`config.mk`:
```
export PLATFORM = sky130hd
export DESIGN_NAME = alu
export DESIGN_NICKNAME = d
export VERILOG_FILES = /design/src/mipsPkg.sv /design/src/alu.sv
export SDC_FILE = /design/constraint.sdc
export NUM_CORES = 1
export LEC_CHECK = 0
export BUFFER_PORTS_ARGS = -buffer_cell sky130_fd_sc_hd__buf_2
export CAP_MARGIN = 20
export CORE_AREA = 3 3 154 156
export DETAILED_ROUTE_END_ITERATION = 10
export DIE_AREA = 0 0 157 159
export GPL_TIMING_DRIVEN = 0
export PLACE_DENSITY = 0.44
export SLEW_MARGIN = 10
export SYNTH_ARGS = -nofsm -noshare
export SYNTH_HDL_FRONTEND = slang
export SYNTH_SLANG_ARGS = --single-unit
```
`constraint.sdc`:
```
create_clock -name vclk -period 5.45
set_clock_uncertainty 0.2 [all_clocks]
set_input_delay 0.545 -clock vclk [all_inputs]
set_output_delay 0.545 -clock vclk [all_outputs]
set_load 0.02 [all_outputs]
```
`src/mipsPkg.sv`:
```
// shared definitions for the MIPS pipeline
//   word and register-number types
//   opcode and R-type function encodings, halt included
//   ALU operation and forwarding select encodings
//   immediate sign extension
package mipsPkg;

    // data word and byte address
    typedef logic [31:0] wordT;

    typedef logic [4:0] regAddrT;

    // primary opcodes, instr[31:26]
    typedef enum logic [5:0] {
        opRType = 6'd0,
        opJ     = 6'd2,
        opBeq   = 6'd4,
        opAddi  = 6'd8,
        opLw    = 6'd35,
        opSw    = 6'd43,
        // stops fetch and raises fin once it retires
        opHalt  = 6'd63
    } opcodeT;

    // R-type function field, instr[5:0]
    typedef enum logic [5:0] {
        fnAdd = 6'd32,
        fnSub = 6'd34,
        fnAnd = 6'd36,
        fnOr  = 6'd37,
        fnSlt = 6'd42
    } functT;

    typedef enum logic [2:0] {
        aluAdd = 3'd0,
        aluSub = 3'd1,
        aluAnd = 3'd2,
        aluOr  = 3'd3,
        aluSlt = 3'd4
    } aluOpT;

    // execute operand source
    typedef enum logic [1:0] {
        fwdReg   = 2'd0,
        fwdExMem = 2'd1,
        fwdMemWb = 2'd2
    } fwdSelT;

    // 16-bit immediate to a full word
    function automatic wordT signExtImm(input logic [15:0] imm);
        return {{16{imm[15]}}, imm};
    endfunction

endpackage

```
`src/alu.sv`:
```
// execute-stage ALU
//   add, sub, and, or, signed set-less-than
//   zero flag for beq
module alu
    import mipsPkg::*;
(
    input  aluOpT op,
    input  wordT  a,
    input  wordT  b,
    output wordT  result,
    output logic  zero
);

    always_comb begin
        case (op)
            aluAdd:  result = a + b;
            aluSub:  result = a - b;
            aluAnd:  result = a & b;
            aluOr:   result = a | b;
            // two's complement compare
            aluSlt:  result = ($signed(a) < $signed(b)) ? 32'd1 : 32'd0;
            default: result = '0;
        endcase
    end

    assign zero = (result == '0);

endmodule

```
==> results.cfg <==
[die]
core_area_um2 = 22500
rows = 55
ios = 100
die_w_um = 157
start_util_pct = 24.7
die_h_um = 159
die-area_um2 = 25000

[critical_path]
cp.required_ns = 4.70
crit_path_max_incr_delay_ns = 0.60
cp-start-kind = primary input
crit_slowest_cell = clkbuf_1
end_kind = primary output
cp_max_fo = 10
arrival_ns = 4.50
worstSetupPathType = in2out
crit_chain = buf_2 -> clkbuf_1 -> clkbuf_1 -> buf_2 -> clkbuf_1 -> a21oi_1 -> a22oi_1 -> nand4_1 -> nor4_1 -> nand4_1 -> and4bb_1 -> buf_2

[synth]
yosysWarnings = 0
syn_area_um2 = 5560
ys_types = 77
syn_inst = 832
yosysSeqAreaShare_pct = 0
syn_nets = 1006
post_synth.cell_area_avg_um2 = 6.68

[grt]
grtUsageTotal_pct = 18.7
grt_antenna_before_repair = 0
overflow = 0
grt_max_degree = 20
grt_pass1_vias = 6419
grt_pass1_wl_mm = 37.7

[placement]
pre_cts_ws_ns = -0.0379
port_buffers = 100
place_congestion = 0.962
dp_hpwl_mm = 20.3
dp.cells = 1217

[routing]
drtIter0Drc = 643
vias = 6825
vias_per_cell = 5.62
dr.pass1.iters = 5
wl_per_cell_um = 20.2
wl_mm = 24.6
drc = 0
postRouteAntennaNets = 0

[clocking]
holdBufCountCts = 0
post_cts_buffers = 0

[power]
power_mw = 0.723
peakVddDrop_v = 0.0000444
p_per_area_nw_per_um2 = 112
p_leak_nw = 3.04

[timing]
slew_viol_final = 0
hold_viol = 0
rsz0062_at_grt = false
max_slew_margin_pct = 39.6
min_period_ns = 5.25
setup_viol = 0
layout_setup_ws_ns = 0.203
worst_pin_slew_ns = 0.903
finalCritPeriodShare_pct = 96.3
fmax_mhz = 191

[finish]
seq_area_um2 = 0
area_delta_synth_final_pct = 15.7
clockBufferCount = 0
final_layout_size_suffix_gt1_share_pct = 14.6
fin_cells = 1215
final_common_cell = buf_2
n_fill_cell = 2533
nets = 1106
insertedDiodeCount = 0
layout_common_cells = buf_2, ha_1, inv_1
multi_input_area_um2 = 5030
nFlopsAndLatches = 0

[status]
outcome = finished clean

[worst_hold_path]
hold_class = in2out

[flow_run]
drv_cap = 0
final timing paths:
check / depth (start not counted) / slack [ns] / to / start
max: 12 / 0.20 / zero / op[0]
min: 5 / 1.52 / result[4] / op[0]
cell type report:
type	count	share of cell area, %
buffer	46	2.92
inverter	96	5.60
multi-input combinational	688	78.2
tap	285	5.54
timing repair buffer	100	7.78
worst max-delay path: cells and delay by family:
kind                   cells  cell delay [ns]
and+or+nand+nor            4             1.21
AOI/OAI and AO/OA          2             0.57
buffers and inverters      6             2.16
through the flow:
step / hold slack (ns) / instance area (um^2) / util (%) / setup TNS [ns]
after CTS: 1.52 / 6410 / 28.5 / 0
after global routing: 1.57 / 6430 / 28.6 / 0
after floorplan: 1.25 / 5560 / - / 0
after detailed placement: 1.52 / 6410 / 28.5 / -0.0379
after global placement: 1.51 / 6410 / 28.5 / -0.0553
final: 1.52 / 6430 / 28.6 / 0
layer usage:
metal  vias up  share of wire, %  track usage [%]  wire length [um]
li1       3260                 -                -                 -
met3        39               6.2            0.951              1540
met5         -                 0                0                 0
met4         0               1.7             2.98               408
met2       273                46             30.8             11400
met1      3253                46             27.3             11300
timing repair:
| action | CTS | global route |
|---|---|---|
| endpoints found under the hold margin | 0 | 0 |
| resized for setup | 2 | 6 |
| setup endpoints to repair | 1 | 1 |
logic make-up (layout without fill, tap and decap cells):
family | count (synthesis) | after routing | share of synthesized area (%)
buffers and inverters | 144 | 242 | 9.95
AND/OR/NAND/NOR | 272 | 272 | 24.8
XOR/XNOR | 14 | 14 | 2.21
adder cells (fa/ha/maj) | 107 | 107 | 24.4
AO/OA/AOI/OAI | 285 | 285 | 36.9
multiplexers | 10 | 10 | 1.80
cells in the mapped netlist (all sizes together), types with 8 or more instances:
master / count / area (um^2)
a21o: 14 / 105
nor2b: 16 / 103
nand3: 15 / 75.1
buf: 14 / 65.1
mux2i: 10 / 100
a211oi: 14 / 118
inv: 96 / 360
o22ai: 8 / 50.1
nand2: 57 / 214
nor3: 27 / 135
nand4: 12 / 75.1
a21oi: 70 / 354
clkbuf: 34 / 128
nand2b: 11 / 68.8
a31oi: 11 / 68.8
o31ai: 13 / 116
ha: 105 / 1310
o21a: 10 / 75.1
nor4: 16 / 100
o21ai: 36 / 180
a2111oi: 9 / 116
nor2: 70 / 263
or3: 14 / 87.6
o211ai: 18 / 135
xnor2: 12 / 105
where the power goes:
part / switching, mW / internal (mW)
clock network: 0 / 0
logic: 0.476 / 0.247
registers: 0 / 0
total: 0.476 / 0.247
Note: power is estimated with default switching activity, not from simulation.
