===== src/mipsPkg.sv =====
// shared definitions for the MIPS pipeline
//   word and register-number types
//   opcode and R-type function encodings, halt included
//   ALU operation and forwarding select encodings
//   immediate sign extension
package mipsPkg;

    // data word and byte address
    typedef logic [31:0] wordT;

    typedef logic [4:0] regAddrT;

    // primary opcodes, instr[31:26]
    typedef enum logic [5:0] {
        opRType = 6'd0,
        opJ     = 6'd2,
        opBeq   = 6'd4,
        opAddi  = 6'd8,
        opLw    = 6'd35,
        opSw    = 6'd43,
        // stops fetch and raises fin once it retires
        opHalt  = 6'd63
    } opcodeT;

    // R-type function field, instr[5:0]
    typedef enum logic [5:0] {
        fnAdd = 6'd32,
        fnSub = 6'd34,
        fnAnd = 6'd36,
        fnOr  = 6'd37,
        fnSlt = 6'd42
    } functT;

    typedef enum logic [2:0] {
        aluAdd = 3'd0,
        aluSub = 3'd1,
        aluAnd = 3'd2,
        aluOr  = 3'd3,
        aluSlt = 3'd4
    } aluOpT;

    // execute operand source
    typedef enum logic [1:0] {
        fwdReg   = 2'd0,
        fwdExMem = 2'd1,
        fwdMemWb = 2'd2
    } fwdSelT;

    // 16-bit immediate to a full word
    function automatic wordT signExtImm(input logic [15:0] imm);
        return {{16{imm[15]}}, imm};
    endfunction

endpackage


===== src/hazardUnit.sv =====
// pipeline hazard handling
//   operand forwarding selects for the execute stage
//   one-cycle load-use stall
//   flush on a taken branch or jump
module hazardUnit
    import mipsPkg::*;
(
    input  regAddrT idRs,
    input  regAddrT idRt,
    input  regAddrT exRs,
    input  regAddrT exRt,
    input  logic    exMemRead,
    input  regAddrT memRd,
    input  logic    memRegWrite,
    input  regAddrT wbRd,
    input  logic    wbRegWrite,
    input  logic    takeBranch,
    output fwdSelT  fwdA,
    output fwdSelT  fwdB,
    output logic    stall,
    output logic    flush
);

    // the younger producer in EX/MEM wins over MEM/WB
    function automatic fwdSelT pickSrc(
        input regAddrT src,
        input regAddrT memDst,
        input logic    memWr,
        input regAddrT wbDst,
        input logic    wbWr
    );
        if (memWr && memDst != '0 && memDst == src) begin
            return fwdExMem;
        end
        if (wbWr && wbDst != '0 && wbDst == src) begin
            return fwdMemWb;
        end
        return fwdReg;
    endfunction

    assign fwdA = pickSrc(exRs, memRd, memRegWrite, wbRd, wbRegWrite);
    assign fwdB = pickSrc(exRt, memRd, memRegWrite, wbRd, wbRegWrite);

    // branch or jump resolved in MEM squashes IF, ID and EX
    assign flush = takeBranch;

    // load data is only ready from MEM/WB, so the consumer waits a cycle
    // no point holding an instruction that is about to be squashed
    assign stall = exMemRead && !flush && (exRt == idRs || exRt == idRt);

endmodule


===== config.mk =====
export PLATFORM = sky130hd
export DESIGN_NAME = hazardUnit
export DESIGN_NICKNAME = d
export VERILOG_FILES = /design/src/mipsPkg.sv /design/src/hazardUnit.sv
export SDC_FILE = /design/constraint.sdc
export NUM_CORES = 1
export LEC_CHECK = 0
export BUFFER_PORTS_ARGS = -buffer_cell sky130_fd_sc_hd__buf_2
export CAP_MARGIN = 40
export CORE_AREA = 2 2 39 41
export DETAILED_ROUTE_END_ITERATION = 10
export DIE_AREA = 0 0 41 43
export GPL_TIMING_DRIVEN = 0
export PLACE_DENSITY = 0.69
export SETUP_SLACK_MARGIN = 0.05
export SYNTH_ARGS = -nofsm -noshare
export SYNTH_HDL_FRONTEND = slang
export SYNTH_SLANG_ARGS = --single-unit

===== constraint.sdc =====
create_clock -name vclk -period 2.85
set_input_delay 0.285 -clock vclk [all_inputs]
set_output_delay 0.285 -clock vclk [all_outputs]
set_load 0.005 [all_outputs]

==> results of run 1 <==
## how the worst max path moves through the flow
| stage | endpoint | slack, ns | cells past startpoint |
|---|---|---|---|
| after global routing | fwdA[1] | 0.89 | 6 |
| after floorplan | fwdB[1] | 1.24 | 4 |
| final | fwdA[1] | 0.98 | 6 |
| after global placement | fwdB[1] | 0.99 | 6 |
| after detailed placement | fwdA[1] | 0.97 | 6 |
| after CTS | fwdA[1] | 0.96 | 6 |
## cells in the mapped netlist (all sizes together)
library cell  instances
nand4                 2
xor2                 12
nor3b                 1
or4                   2
nor4                  6
o21ai                 1
buf                   1
nand2                 2
nand3                 2
xnor2                18
a22oi                 1
nor2                  1
## metrics by stage
| step | hold slack (ns) | std cells | total power [mW] | setup WS [ns] | utilization, % |
|---|---|---|---|---|---|
| after floorplan | 0.603 | 49 | 0.0423 | 1.24 | - |
| after global placement | 0.808 | 105 | 0.0843 | 0.991 | 44.3 |
| after detailed placement | 0.820 | 105 | 0.0863 | 0.972 | 44.3 |
| after CTS | 0.820 | 105 | 0.0868 | 0.964 | 44.3 |
| after global routing | 0.850 | 105 | 0.0955 | 0.895 | 44.3 |
| final | 0.816 | 105 | 0.0855 | 0.981 | 44.3 |
## per-layer routing
layer | global-route usage, % | vias to the layer above | part of all wire, % | wire length [µm]
li1 | - | 253 | - | -
met1 | 16.8 | 214 | 40 | 465
met2 | 27.2 | 16 | 53 | 609
met3 | 0 | 0 | 7.0 | 81
met4 | 0 | 0 | 0 | 0
met5 | 0 | - | 0 | 0
## layout make-up
| class | count | area [µm²] |
|---|---|---|
| Fill cell | 143 | 771 |
| Tap cell | 16 | 20.0 |
| Timing Repair Buffer | 40 | 200 |
| Buffer | 1 | 7.51 |
| Multi-Input combinational cell | 48 | 385 |
## logic make-up after synthesis
| group | synth area share, % |
|---|---|
| xor gates and xnor gates | 66.9 |
| AOI/OAI and AO/OA | 4.14 |
| and+or+nand+nor | 27.1 |
| buffers and inverters | 1.91 |
## power breakdown
group	total [mW]	switching [mW]	internal, mW
Sequential	0	0	0
Combinational	0.0855	0.0392	0.0463
Clock	0	0	0
## worst max-delay path: stages
cell	delay (ns)
sky130_fd_sc_hd__buf_2	0.12
sky130_fd_sc_hd__or4_1	0.53
sky130_fd_sc_hd__o21ai_2	0.14
sky130_fd_sc_hd__nor4_1	0.10
sky130_fd_sc_hd__nor4_2	0.25
sky130_fd_sc_hd__buf_2	0.15
==> reports/qor.csv, run 1 <==
metric,value,unit
top-area cell type share of the netlist area,40.1,%
total placed instance area,613,µm²
Area contributors post-synth,"sky130_fd_sc_hd__xnor2_1 40%, sky130_fd_sc_hd__xor2_1 27%, sky130_fd_sc_hd__nor4_1 6.4%, sky130_fd_sc_hd__nor4_2 6.4%, sky130_fd_sc_hd__or4_1 3.8%",
Max Cap Violations,0,
timing startpoint of the critical path,memRd[1],
achievable frequency,535,MHz
starting density of the core,28.4,%
via count of the first global-routing pass,458,
seq_cells,0,
kind of start point of the critical path,primary input,
shortest clock period the worst path allows after layout,1.87,ns
maximum VDD drop,0.0611,mV
area taken by flip-flops and latches,0,µm²
sort of element at the end of the critical path,primary output,
worst min path class,primary input to primary output,
result of the run,"finished, final reports clean",
Avg Inst Size Synth,8.02,µm²
register area share after synthesis,0,%
post-route setup TNS,0,ns
cell taking the most area after synthesis,sky130_fd_sc_hd__xnor2_1,
wire length of the first global-routing pass,1.79,mm
"antenna viol nets, final",0,
number of nets in the layout,125,
fraction of final layout cells sized beyond drive strength 1,49.4,%
Syn Inst Count,49,
cell area after layout,613,µm²
antenna cell count,0,
Via Count,483,
Core Footprint,0.00138,mm²
maximum number of pins on one net before global-route repair,5,
number of rows in the core area,14,
setup violation total in the final timing report,0,
initial antenna violation count,0,
drt drc,0,
routed wire length per instance,11.0,µm
number of pins exceeding their max-slew limit in the final report,0,
worst hold path cell count,3,
Die Width,41,µm
setup repair after global routing missed its margin,no,
hold path startpoint,takeBranch,
die height,43,µm
cell area after synthesis,393,µm²
worst path required time,2.57,ns
DR vias/cell,4.60,
leakage component of the power,0.278,nW
"leading cell types in the layout, fill and taps excluded","40 x sky130_fd_sc_hd__buf_2, 18 x sky130_fd_sc_hd__xnor2_1, 12 x sky130_fd_sc_hd__xor2_1, 4 x sky130_fd_sc_hd__nor4_1",
fin crit share,65.6,%
slew margin rel.,67.1,%
synthesis warning total,0,
final global-route overflow total,0,
IO Port Bufs,40,
wire length reported by the detailed router,1.16,mm
number of search-and-repair iterations in the first detailed-routing pass,2,
Total Die Area,0.00176,mm²
area growth from synthesis to final layout,56.1,%
highest net fanout along the worst path,3,
io pins,40,
CTS hold repair buffers,0,
HPWL Detailed,1.07,mm
data arrival time of the worst path,1.58,ns
Power Dens Cells,140,mW/mm²
synthesized net count,83,
total of cells resized after clock tree synthesis,0,
sink of the worst hold path,stall,
GR Util All Layers,14.0,%
final-report hold violation count,0,
kind of critical path,primary input to primary output,
# Post-CTS Setup Buffers,0,
"commonest non-fill, non-tap cell in the layout",sky130_fd_sc_hd__buf_2,
gp weighted congestion,0.738,
Layout clock buffers,0,
Slew @ Worst Pin,0.489,ns
number of violations reported at the end of detailed-routing iteration 0,4,
number of distinct standard cells referenced by the synthesized netlist,13,
Power figures use the tool's default switching activity.
==> run 2: changes to the inputs <==
--- a/config.mk
+++ b/config.mk
@@ -11,7 +11,7 @@
 export DETAILED_ROUTE_END_ITERATION = 10
 export DIE_AREA = 0 0 41 43
 export GPL_TIMING_DRIVEN = 0
-export PLACE_DENSITY = 0.69
+export PLACE_DENSITY = 0.71
 export SETUP_SLACK_MARGIN = 0.05
 export SYNTH_ARGS = -nofsm -noshare
 export SYNTH_HDL_FRONTEND = slang
==> constraint.sdc (replaced) <==
create_clock -name vclk -period 1.5
set_input_delay 0.15 -clock vclk [all_inputs]
set_output_delay 0.15 -clock vclk [all_outputs]
set_load 0.005 [all_outputs]
==> reports/qor.csv, run 2 (synthesis gave the netlist of run 1 again) <==
metric,value,unit,change
result of the run,"finished, violations left",,"was finished, final reports clean"
failing checks,setup timing,,
maximum number of pins on one net before global-route repair,5,,unchanged
drt drc,0,,unchanged
Final Power,0.199,mW,was 0.0855 mW
worst min path class,primary input to primary output,,unchanged
Total Die Area,0.00176,mm²,unchanged
Via Count,502,,was 483
number of violations reported at the end of detailed-routing iteration 0,3,,was 4
slew margin rel.,82.5,%,was 67.1%
area growth from synthesis to final layout,82.5,%,was 56.1%
Power Dens Cells,277,mW/mm²,was 140 mW/mm²
fraction of final layout cells sized beyond drive strength 1,58.2,%,was 49.4%
starting density of the core,28.4,%,unchanged
"leading cell types in the layout, fill and taps excluded","37 x sky130_fd_sc_hd__buf_2, 17 x sky130_fd_sc_hd__xnor2_1, 12 x sky130_fd_sc_hd__xor2_1, 4 x sky130_fd_sc_hd__nor4_2, 3 x sky130_fd_sc_hd__buf_4",,"was 40 x sky130_fd_sc_hd__buf_2, 18 x sky130_fd_sc_hd__xnor2_1, 12 x sky130_fd_sc_hd__xor2_1, 4 x sky130_fd_sc_hd__nor4_1"
final global-route overflow total,0,,unchanged
fin worst setup slack,-0.0303,ns,was 0.981 ns
worst hold path cell count,3,,unchanged
IO Port Bufs,40,,unchanged
die height,43,µm,unchanged
kind of start point of the critical path,primary input,,unchanged
Slew @ Worst Pin,0.261,ns,was 0.489 ns
"antenna viol nets, final",0,,unchanged
seq_cells,0,,unchanged
number of rows in the core area,14,,unchanged
worst path required time,1.35,ns,was 2.57 ns
fin crit share,102,%,
gp weighted congestion,0.762,,was 0.738
CP peak stage delay,0.53,ns,about the same
sink of the worst hold path,stall,,unchanged
number of search-and-repair iterations in the first detailed-routing pass,3,,was 2
GR met2 Demand/Resource,26.6,%,was 27.2%
shortest clock period the worst path allows after layout,1.53,ns,
highest net fanout along the worst path,2,,was 3
final-report hold violation count,0,,unchanged
antenna cell count,0,,unchanged
critical-path cell list,buf_8 > or4_4 > o21ai_4 > nor4_4 > nor4_2 > buf_2,,was buf_2 > or4_1 > o21ai_2 > nor4_1 > nor4_2 > buf_2
Core Footprint,0.00138,mm²,unchanged
area taken by flip-flops and latches,0,µm²,unchanged
setup violation total in the final timing report,2,,was 0
setup repair after global routing missed its margin,yes,,was no
via count of the first global-routing pass,502,,was 458
GR Util All Layers,14.8,%,was 14.0%
DR vias/cell,4.69,,was 4.60
data arrival time of the worst path,1.38,ns,was 1.58 ns
wire length reported by the detailed router,1.30,mm,was 1.16 mm
initial antenna violation count,0,,unchanged
io pins,40,,unchanged
total placed instance area,613,µm²,unchanged
met1 routing resource usage after global routing,19.0,%,was 16.8%
leakage component of the power,0.309,nW,was 0.278 nW
hold path startpoint,takeBranch,,unchanged
number of nets in the layout,127,,was 125
achievable frequency,653,MHz,
"commonest non-fill, non-tap cell in the layout",sky130_fd_sc_hd__buf_2,,unchanged
wire length of the first global-routing pass,1.93,mm,was 1.79 mm
sort of element at the end of the critical path,primary output,,unchanged
dpl ws,-0.0943,ns,was 0.972 ns
Crit-path slowest cell,sky130_fd_sc_hd__or4_4,,was sky130_fd_sc_hd__or4_1
global routing met3 resource utilization,0.524,%,was 0%
final core utilization,51.8,%,was 44.3%
cell area after layout,717,µm²,was 613 µm²
most heavily used metal layer in global routing,met2,,unchanged
number of pins exceeding their max-slew limit in the final report,0,,unchanged
maximum VDD drop,0.126,mV,was 0.0611 mV
Die Width,41,µm,unchanged
routed wire length per instance,12.1,µm,was 11.0 µm
Layout clock buffers,0,,unchanged
CTS hold repair buffers,0,,unchanged
kind of critical path,primary input to primary output,,unchanged
Max Cap Violations,0,,unchanged
[run 2: how the worst max path moves through the flow]
stage,startpoint,end,slack (ns),cells past startpoint
floorplan,memRd[1],fwdB[1],0.16,4
global placement,memRd[1],fwdB[1],-0.10,6
detailed placement,memRd[1],fwdB[1],-0.09,6
CTS,memRd[4],fwdA[1],-0.06,6
global route,memRd[4],fwdA[1],-0.09,6
finish,memRd[4],fwdA[1],-0.03,6
[run 2: where the power goes]
group          switching (mW)  internal (mW)  leakage (nW)
sequential                  0              0             0
clock                       0              0             0
combinational          0.0961          0.102         0.309
total                  0.0961          0.102         0.309
[run 2: worst max-delay path: cells and delay by family]
family                 cells  cell delay, ns
AND/OR/NAND/NOR            3            0.78
buffers and inverters      2            0.24
AO/OA/AOI/OAI              1            0.21
[run 2: final cells by class]
cell class                      count  area [µm²]
Buffer                              1        7.51
Timing Repair Buffer               42         238
Multi-Input combinational cell     48         452
Tap cell                           16        20.0
Fill cell                         135         667
[run 2: repair_timing]
action,in CTS,in global routing
resized for setup,13,4
setup buffers,2,1
endpoints found under the setup margin,2,4
pin swaps,6,2
[run 2: stage by stage]
stage	hold slack (ns)	cells	setup TNS (ns)
2_1_floorplan	0.333	49	0
3_3_place_gp	0.538	105	-0.195
3_5_place_dp	0.543	105	-0.178
4_1_cts	0.543	107	-0.119
5_1_grt	0.554	107	-0.150
6_report	0.540	107	-0.0600
[run 2: routing by layer]
layer | wire [µm] | vias to the layer above
met1 | 470 | 229
met4 | 0 | 0
met2 | 745 | 16
li1 | - | 257
met3 | 83 | 0
met5 | 0 | -
