[config.mk]
export PLATFORM = sky130hd
export DESIGN_NAME = ctrlUnit
export DESIGN_NICKNAME = d
export VERILOG_FILES = /design/src/mipsPkg.sv /design/src/ctrlUnit.sv
export SDC_FILE = /design/constraint.sdc
export NUM_CORES = 1
export LEC_CHECK = 0
export BUFFER_PORTS_ARGS = -buffer_cell sky130_fd_sc_hd__buf_4
export CAP_MARGIN = 20
export CORE_AREA = 10 10 47 49
export DETAILED_ROUTE_END_ITERATION = 10
export DIE_AREA = 0 0 57 59
export PLACE_DENSITY = 0.52
export SLEW_MARGIN = 20
export SYNTH_ARGS = -nofsm -noshare
export SYNTH_HDL_FRONTEND = slang
export SYNTH_SLANG_ARGS = --single-unit
[constraint.sdc]
create_clock -name vclk -period 1.7
set_clock_uncertainty 0.2 [all_clocks]
set_input_delay 0.085 -clock vclk [all_inputs]
set_output_delay 0.085 -clock vclk [all_outputs]
set_load 0.02 [all_outputs]
[src/mipsPkg.sv]
// shared definitions for the MIPS pipeline
//   word and register-number types
//   opcode and R-type function encodings, halt included
//   ALU operation and forwarding select encodings
//   immediate sign extension
package mipsPkg;

    // data word and byte address
    typedef logic [31:0] wordT;

    typedef logic [4:0] regAddrT;

    // primary opcodes, instr[31:26]
    typedef enum logic [5:0] {
        opRType = 6'd0,
        opJ     = 6'd2,
        opBeq   = 6'd4,
        opAddi  = 6'd8,
        opLw    = 6'd35,
        opSw    = 6'd43,
        // stops fetch and raises fin once it retires
        opHalt  = 6'd63
    } opcodeT;

    // R-type function field, instr[5:0]
    typedef enum logic [5:0] {
        fnAdd = 6'd32,
        fnSub = 6'd34,
        fnAnd = 6'd36,
        fnOr  = 6'd37,
        fnSlt = 6'd42
    } functT;

    typedef enum logic [2:0] {
        aluAdd = 3'd0,
        aluSub = 3'd1,
        aluAnd = 3'd2,
        aluOr  = 3'd3,
        aluSlt = 3'd4
    } aluOpT;

    // execute operand source
    typedef enum logic [1:0] {
        fwdReg   = 2'd0,
        fwdExMem = 2'd1,
        fwdMemWb = 2'd2
    } fwdSelT;

    // 16-bit immediate to a full word
    function automatic wordT signExtImm(input logic [15:0] imm);
        return {{16{imm[15]}}, imm};
    endfunction

endpackage

[src/ctrlUnit.sv]
// decode-stage control
//   opcode to datapath control levels
//   R-type function code to ALU operation
module ctrlUnit
    import mipsPkg::*;
(
    input  opcodeT opcode,
    input  functT  funct,
    output logic   regWrite,
    output logic   memRead,
    output logic   memWrite,
    output logic   memToReg,
    output logic   aluSrcImm,
    output logic   regDstRd,
    output logic   branch,
    output logic   jump,
    output logic   halt,
    output aluOpT  aluOp
);

    always_comb begin
        regWrite  = 1'b0;
        memRead   = 1'b0;
        memWrite  = 1'b0;
        memToReg  = 1'b0;
        aluSrcImm = 1'b0;
        regDstRd  = 1'b0;
        branch    = 1'b0;
        jump      = 1'b0;
        halt      = 1'b0;
        aluOp     = aluAdd;

        case (opcode)
            opRType: begin
                regWrite = 1'b1;
                regDstRd = 1'b1;
                case (funct)
                    fnAdd: aluOp = aluAdd;
                    fnSub: aluOp = aluSub;
                    fnAnd: aluOp = aluAnd;
                    fnOr:  aluOp = aluOr;
                    fnSlt: aluOp = aluSlt;
                    // unsupported function code behaves as a bubble
                    default: begin
                        regWrite = 1'b0;
                        regDstRd = 1'b0;
                    end
                endcase
            end
            opAddi: begin
                regWrite  = 1'b1;
                aluSrcImm = 1'b1;
            end
            // address is rs + offset for both memory ops
            opLw: begin
                regWrite  = 1'b1;
                memRead   = 1'b1;
                memToReg  = 1'b1;
                aluSrcImm = 1'b1;
            end
            opSw: begin
                memWrite  = 1'b1;
                aluSrcImm = 1'b1;
            end
            // equality comes from the zero flag of rs - rt
            opBeq: begin
                branch = 1'b1;
                aluOp  = aluSub;
            end
            opJ:    jump = 1'b1;
            opHalt: halt = 1'b1;
            // unknown opcode, every control stays low
            default: ;
        endcase
    end

endmodule

==> results by group, run 1 <==
Run status
  – Outcome: finished clean

Pwr
  – Lkg Pwr: ~0.0002 µW
  – Power Dens Cells: approximately 150 nW/µm²
  – VDD IR max: approximately 0.047 mV

Finish
  – Layout net count: 71
  – Final instance area: slightly above 400 µm²
  – Layout area overhead: 85.8%
  – Sequential Area: 0 µm²
  – Clock buffer count: 0
  – Ratio of cells with drive above 1 in the final layout: 47.4%
  – Ant diodes: 0
  – Filler Cell Count: 168
  – Num sequential: 0

STA
  – Slew headroom: between 70% and 80%
  – Setup TNS: 0 ps
  – Final setup viols: 0
  – Slew @ Worst Pin: between 300 and 400 ps
  – Final worst-path cycle share: about 82%
  – Fin crit period: between 1000 and 1500 ps
  – RSZ-0062 raised after global routing: no
  – Fin. max-slew vios: 0
  – Final Hold Vio Count: 0
  – FMAX: 721 MHz

Hold path
  – Hold Path Origin: funct[3]
  – HP Class: in2out
  – Worst Hold Path EP: aluOp[1]
  – Hold path cells: 3

Clock tree
  – Setup bufs post-CTS: 0
  – Hold-fix buffers at CTS: 0
  – Post_cts resized: 0

Critical path
  – CP Buf/Inv Count: 2
  – Crit path cell chain: buf_4 > and2b_1 > o221ai_1 > o311ai_1 > buf_4
  – Arr. time, crit path: 1100 ps
  – Max stage delay on crit path: about 320 ps
  – Top delay family on crit path: compound AO/OA/AOI/OAI gates
  – WS Path Type: in2out
  – Crit start category: input port
  – Crit path from: funct[4]
  – Worst EP required: about 1400 ps
  – Setup crit end kind: output pin
  – CP max-delay cell: o311ai_1
  – Most frequent CP cell: buf_4
  – CP Max Fanout: 4
  – Instance count on the critical path: 5

Logic synthesis
  – Post-synthesis sequential area ratio: 0%
  – Syn avg cell area: roughly 6.3 µm²
  – Post-Syn Nets: 47
  – Synth cell types: 23
  – Synthesized area: between 200 and 250 µm²
  – Synth Warn #: 0
  – Post-Syn Instances: 35

Route
  – Initial drt markers: 9
  – Vias: 330
  – Pre-Repair DR Iteration Count: 4
  – Drt drc: 0
  – Vias per cell: between 4 and 5
  – Final ANT Viol Nets: 0
  – Final WL: approximately 870 µm
  – Drt wl/cell: ~12 µm

Floorplan
  – Die ar.: 3360 µm²
  – Ports: 24
  – Core Area: roughly 1400 µm²
  – Initial core utilization: 15.7%
  – Row cnt: 14
  – Die height: a little under 60 µm
  – Die Wd: 57 µm

Job
  – Max_cap viols: 0

GRT
  – First-pass GRT wire length: ~1.4 mm
  – Pin count of the biggest net entering global routing: 11
  – Gr ovfl total: 0
  – Gr usage total: around 4.7%
  – Initial antenna violation count: 0
  – Vias in the first global route: around 350

Place
  – Final HPWL DP: roughly 770 µm
  – Routability cong.: about 0.66
  – IO Port Bufs: 24
  – Area post-placement: 409 µm²
[cells in the final DEF (no fill, tap or decap)]
cell / n
nor2b_4: 1
and3b_1: 1
nor4_1: 2
nand3_1: 2
o221ai_1: 1
nand4_1: 1
a21oi_1: 2
nand3b_1: 3
nand2b_1: 1
nand2_1: 1
nor2_1: 5
nor3b_1: 2
a211oi_1: 1
o311ai_1: 1
or3_1: 1
buf_4: 24
inv_1: 3
nand4b_1: 1
nor3_2: 1
nor3_1: 1
and2b_1: 1
and3_2: 1
[metal layers]
layer | wire length [µm] | GRT usage [%] | part of all wire, % | up-vias
li1 | - | - | - | 174
met5 | 0 | 0 | 0 | -
met1 | 384 | 5.92 | 44 | 138
met4 | 0 | 0 | 0 | 0
met3 | 115 | 2.15 | 13 | 0
met2 | 370 | 7.44 | 43 | 18
[cell families (layout without fill, tap and decap cells)]
family,Yosys count,count (layout),share of synthesized area [%]
and+or+nand+nor,25,25,73.9
AOI/OAI and AO/OA,5,5,15.9
buffers and inverters,5,27,10.2
[synthesized netlist by cell type]
master | n | share of area, %
nor2_1 | 5 | 8.5
inv_1 | 3 | 5.1
nand3b_1 | 3 | 10
a21oi_1 | 2 | 4.5
nand3_1 | 2 | 4.5
nor3b_1 | 2 | 6.8
nor4_1 | 2 | 5.7
a211oi_1 | 1 | 3.4
and2b_1 | 1 | 3.4
and3_2 | 1 | 3.4
and3b_1 | 1 | 4.0
buf_4 | 1 | 3.4
clkbuf_1 | 1 | 1.7
nand2_1 | 1 | 1.7
nand2b_1 | 1 | 2.8
nand4_1 | 1 | 2.8
nand4b_1 | 1 | 4.0
nor2b_4 | 1 | 6.2
nor3_1 | 1 | 2.3
nor3_2 | 1 | 4.5
o221ai_1 | 1 | 4.0
o311ai_1 | 1 | 4.0
or3_1 | 1 | 2.8
[worst max path at each step]
| stage | end | slack, ps |
|---|---|---|
| final | regWrite | 310 |
| after detailed placement | regWrite | 300 |
| after floorplan | aluOp[0] | 310 |
| after global placement | regWrite | 320 |
| after CTS | regWrite | 290 |
| after global routing | regWrite | 220 |
[metrics by stage]
step | power (µW) | utilization (%) | hold slack, ps | setup slack [ps] | instances
finish | 62.7 | 29.2 | 262 | 313 | 73
global route | 70.2 | 29.2 | 283 | 223 | 73
CTS | 63.3 | 29.2 | 264 | 294 | 73
global placement | 62.8 | 29.2 | 264 | 320 | 73
detailed placement | 63.1 | 29.2 | 262 | 298 | 73
floorplan | 25.8 | - | 51.7 | 310 | 35
[final cells by class]
cell class                      count  area [µm²]  area share [%]
Multi-Input combinational cell     30         198            48.3
Tap cell                           16        20.0            4.89
Inverter                            3        11.3            2.75
Timing Repair Buffer               24         180            44.0
[report_power, final]
group          leakage, µW  switching, µW  internal, µW  total, µW
Clock                    0              0             0          0
Sequential               0              0             0          0
Combinational     0.000195           29.8          32.9       62.7
Total             0.000195           29.8          32.9       62.7
(Power assumes the default switching activity.)
==> run 2, diff against run 1 <==
--- a/config.mk
+++ b/config.mk
@@ -10,7 +10,7 @@
 export CORE_AREA = 10 10 47 49
 export DETAILED_ROUTE_END_ITERATION = 10
 export DIE_AREA = 0 0 57 59
-export PLACE_DENSITY = 0.52
+export PLACE_DENSITY = 0.53
 export SLEW_MARGIN = 20
 export SYNTH_ARGS = -nofsm -noshare
 export SYNTH_HDL_FRONTEND = slang
==> constraint.sdc (replaced) <==
create_clock -name vclk -period 1.2
set_clock_uncertainty 0.2 [all_clocks]
set_input_delay 0.06 -clock vclk [all_inputs]
set_output_delay 0.06 -clock vclk [all_outputs]
set_load 0.02 [all_outputs]
==> run 2 against run 1 <==
Net effect: the flow now finishes with violations (negative setup slack); worst setup slack worse by 350 ps; count of clock-buffer cells in the layout stayed put; critical path depth stayed put; hold slack worse by 50 ps; die area stayed put; power is 98% higher; routed wire length is 8.5% higher; critical path type unchanged.
==> results by group, run 2 (same netlist as run 1, synthesis figures left out) <==
Floorplan
  – Core Area: approximately 1400 µm²
  – Row cnt: 14
  – Die Wd: 57 µm
  – Ports: 24
  – Die ar.: between 3000 and 4000 µm²
  – Initial core utilization: between 10% and 20%
  – Die height: 59 µm

STA
  – Setup ws final: -34.3 ps
  – Fin crit period: ~1200 ps
  – Final worst-path cycle share: 103%
  – Slew headroom: 83.1%
  – Fin. max-slew vios: 0
  – RSZ-0062 raised after global routing: yes
  – Final setup viols: 3
  – FMAX: ~810 MHz
  – Slew @ Worst Pin: roughly 250 ps
  – Final Hold Vio Count: 0

Pwr
  – VDD IR max: 0.0789 mV
  – Power Internal: between 70 and 80 µW
  – Sw Ratio: around 44%
  – Lkg Pwr: approximately 0.00025 µW
  – Power Dens Cells: 231 nW/µm²
  – Power share of the combinational group: 100.0%
  – Overall power: around 120 µW
  – Sequential power share: 0%
  – Clock Power Share: 0%
  – P_sw: approximately 54 µW

Finish
  – Layout net count: 79
  – Clock buffer count: 0
  – Ratio of cells with drive above 1 in the final layout: 64.6%
  – Most frequent cells in the layout: buf_4, nor2_1, nand3b_1, inv_1
  – Ant diodes: 0
  – Final instance area: around 540 µm²
  – Num sequential: 0
  – Sequential Area: 0 µm²
  – Commonest non-fill, non-tap cell in the layout: buf_4
  – Layout area overhead: 145%

GRT
  – Gr usage total: under 10%
  – Met3 Track Usage GR: under 10%
  – GR met1 Demand/Resource: about 5.8%
  – Initial antenna violation count: 0
  – Grt peak-use layer: met2
  – Pin count of the biggest net entering global routing: 7
  – Vias in the first global route: 382
  – Gr ovfl total: 0
  – Met2 GRT Util: approximately a tenth
  – First-pass GRT wire length: 1.63 mm

Critical path
  – WS Path Type: in2out
  – Crit path from: opcode[4]
  – Setup crit end kind: output pin
  – CP Max Fanout: 4
  – Worst EP required: around 940 ps
  – Max stage delay on crit path: ~350 ps
  – Arr. time, crit path: slightly below 1000 ps
  – CP max-delay cell: or3_4
  – Crit start category: input port
  – Crit path cell chain: buf_8 > nand4b_1 > or3_4 > o311ai_2 > buf_4

Route
  – Final WL: approximately 940 µm
  – Initial drt markers: 3
  – Final ANT Viol Nets: 0
  – Drt drc: 0
  – Vias per cell: about 4.5
  – Pre-Repair DR Iteration Count: 2
  – Drt wl/cell: approximately 12 µm
  – Vias: ~360

Place
  – Area post-placement: slightly below 500 µm²
  – IO Port Bufs: 24
  – Final HPWL DP: between 800 and 900 µm
  – Routability cong.: approximately 0.7

Hold path
  – HP Class: in2out
  – Hold Path Origin: funct[3]
  – Worst Hold Path EP: aluOp[1]
  – Hold path cells: 3

Run status
  – Outcome: complete, but fails checks
  – Failing checks: negative setup slack

Job
  – Max_cap viols: 0
run 2: layout make-up:
| type | instances | area, µm² |
|---|---|---|
| fillers | 159 | 862 |
| inverters | 3 | 11.3 |
| multi-input cells | 30 | 245 |
| well taps | 16 | 20.0 |
| repair buffers | 32 | 263 |
run 2: worst max path at each step:
stage / endpoint / depth (start not counted)
final: regWrite / 5
after global placement: regWrite / 5
after CTS: regWrite / 5
after detailed placement: regWrite / 5
after global routing: regWrite / 5
after floorplan: memToReg / 4
run 2: worst max-delay path: cells and delay by family:
kind | cells | cell delay (ps)
and+or+nand+nor | 2 | 540
buffers and inverters | 2 | 280
AOI/OAI and AO/OA | 1 | 80
run 2: layer usage:
layer | share of wire, % | vias to the layer above
met3 | 6.5 | 0
li1 | - | 192
met4 | 0 | 0
met2 | 57 | 8
met5 | 0 | -
met1 | 37 | 161
run 2: metrics by stage:
stage	setup TNS [ps]	util (%)	worst slack, ps	std cells	hold slack (ps)
6_report	-46.5	38.5	-34.3	81	212
5_1_grt	-355	38.5	-93.2	81	224
3_3_place_gp	-342	34.3	-80.4	80	212
2_1_floorplan	-26.0	-	-25.6	35	-28.7
4_1_cts	-49.7	37.6	-35.1	81	214
3_5_place_dp	-282	34.3	-94.9	80	214
run 2: power by group through the flow:
stage	Clock (µW)	Sequential [µW]	Combinational, µW
2_1_floorplan	0	0	39.0
3_3_place_gp	0	0	109
3_5_place_dp	0	0	109
4_1_cts	0	0	121
5_1_grt	0	0	136
6_report	0	0	124
run 2: repair_timing:
item | 4_1_cts | 5_1_grt
hold buffers | 0 | 0
resized for setup | 8 | 3
cloned | 0 | 0
pin swaps | 2 | 5
hold endpoints to repair | 0 | 0
buffers inserted | 1 | 0
setup endpoints to repair | 6 | 8
==> run 3, diff against run 2 <==
--- a/config.mk
+++ b/config.mk
@@ -5,12 +5,13 @@
 export SDC_FILE = /design/constraint.sdc
 export NUM_CORES = 1
 export LEC_CHECK = 0
+export ABC_AREA = 1
 export BUFFER_PORTS_ARGS = -buffer_cell sky130_fd_sc_hd__buf_4
 export CAP_MARGIN = 20
 export CORE_AREA = 10 10 47 49
 export DETAILED_ROUTE_END_ITERATION = 10
 export DIE_AREA = 0 0 57 59
-export PLACE_DENSITY = 0.53
+export PLACE_DENSITY = 0.57
 export SLEW_MARGIN = 20
 export SYNTH_ARGS = -nofsm -noshare
 export SYNTH_HDL_FRONTEND = slang
==> run 3 against run 2 <==
Net effect: the flow now finishes without violations; utilization shrank 2.4 points; hold slack gained 73 ps; final area is 6.3% lower; final cell count grew 17%; die area did not move; routed wire length fell by 1.6%; synthesized cell count grew 54%; worst setup slack improved by 95 ps; area after synthesis increased by 20%; largest cell class is now multi-input gates.
==> results by group, run 3 <==
GRT
  – Vias in the first global route: 390
  – First-pass GRT wire length: ~1.5 mm
  – Pin count of the biggest net entering global routing: 5
  – Gr usage total: roughly 5.0%
  – Initial antenna violation count: 0
  – Gr ovfl total: 0

STA
  – Setup TNS: 0 ps
  – Final worst-path cycle share: between 90% and 100%
  – Slew @ Worst Pin: 224 ps
  – Slew headroom: a little under nine tenths
  – Hold slack: roughly 280 ps
  – FMAX: ~900 MHz
  – Final setup viols: 0
  – Final Hold Vio Count: 0
  – Fin. max-slew vios: 0
  – Setup ws final: about 61 ps
  – Fin crit period: 1140 ps
  – RSZ-0062 raised after global routing: yes

Finish
  – Final instance area: just over 500 µm²
  – Most frequent cells in the layout: buf_4, nor2_1, inv_1, nand2_1, inv_2
  – Sequential Area: 0 µm²
  – Ratio of cells with drive above 1 in the final layout: 57.0%
  – Layout net count: between 90 and 100
  – Num sequential: 0
  – Ant diodes: 0
  – Clock buffer count: 0
  – Layout area overhead: 90.6%
  – Commonest non-fill, non-tap cell in the layout: buf_4

Route
  – Vias: 389
  – Pre-Repair DR Iteration Count: 1
  – Drt drc: 0
  – Final WL: 929 µm
  – Initial drt markers: 0
  – Vias per cell: just over 4
  – Final ANT Viol Nets: 0
  – Drt wl/cell: roughly 9.8 µm

Logic synthesis
  – Synth Warn #: 0
  – Post-synthesis sequential area ratio: 0%
  – Synth cell types: 15
  – Area leader, netlist: nand2_1
  – Top-area cell type share of the netlist area: between 10% and 20%
  – Largest cells by area after synthesis: nand2_1, inv_1, nor2_1, inv_2, nand3_1
  – Synthesized area: around 270 µm²
  – Synth cell count leaders: nand2_1, inv_1, nor2_1
  – Post-Syn Instances: 54
  – Most frequent cell after synthesis: nand2_1
  – Syn avg cell area: a little under 5 µm²
  – Post-Syn Nets: 66

Run status
  – Outcome: finished clean

Floorplan
  – Die ar.: 3360 µm²
  – Row cnt: 14
  – Ports: 24
  – Initial core utilization: roughly a fifth
  – Die Wd: between 50 and 60 µm
  – Die height: 59 µm
  – Core Area: 1400 µm²

Critical path
  – WS Path Type: in2out
  – Worst EP required: between 900 and 1000 ps
  – Arr. time, crit path: a little under 900 ps
  – Setup crit end kind: output pin
  – CP Max Fanout: 4
  – Crit start category: input port

Hold path
  – HP Class: in2out

Pwr
  – Overall power: ~110 µW
  – Power Dens Cells: between 200 and 250 nW/µm²
  – Lkg Pwr: between 0.0003 and 0.0004 µW
  – VDD IR max: around 0.071 mV

Place
  – Routability cong.: around 0.64
  – Place WS: around 66 ps
  – Final HPWL DP: approximately 840 µm
  – Area post-placement: 458 µm²
  – IO Port Bufs: 24

Job
  – Max_cap viols: 0
[run 3: cell count changes after synthesis, moves of 3 or more]
cell      before  now
inv_2          0    7
nand2_1        1   10
nand3b_1       3    0
nor2_1         5    9
nand3_1        2    5
inv_1          3    9
[run 3: cell type report]
type / count / area, µm²
Fill cell: 168 / 896
Tap cell: 16 / 20.0
Multi-Input combinational cell: 37 / 220
Timing Repair Buffer: 26 / 203
Inverter: 16 / 62.6
[run 3: timing repair]
item	in CTS	in global routing
gates resized for setup	0	9
buffers inserted	0	2
setup endpoints to repair	0	4
hold buffers	0	0
[run 3: worst paths after layout]
check       from       end  slack [ps]  cells after the start
max    opcode[5]  aluOp[0]          60                      7
min    opcode[1]      jump         280                      3
[run 3: logic make-up after synthesis]
| group | count (synthesis) | synth area share (%) |
|---|---|---|
| AND/OR/NAND/NOR | 36 | 72.2 |
| buffers and inverters | 17 | 25.5 |
| AO/OA/AOI/OAI | 1 | 2.36 |
[run 3: stage by stage]
stage | util [%] | instances
floorplan | - | 54
global placement | 32.7 | 93
detailed placement | 32.7 | 93
CTS | 32.7 | 93
global route | 36.1 | 95
finish | 36.1 | 95
[run 3: worst max-delay path, stage by stage]
cell and delay [ps]:
buf_4 120, inv_2 50, nand2_2 50, nor2_4 180, nand3_4 110, o22ai_1 140
buf_4 160
[run 3: where the power goes]
group | internal [µW] | switching [µW] | total [µW]
sequential | 0 | 0 | 0
combinational | 51.9 | 59.1 | 111
clock | 0 | 0 | 0
total | 51.9 | 59.1 | 111
[run 3: routing by layer]
metal	share of wire [%]	GRT usage (%)	vias up
met5	0	0	-
met4	0	0	0
met3	14	2.58	0
met2	46	8.22	18
met1	40	6.04	158
li1	-	-	213
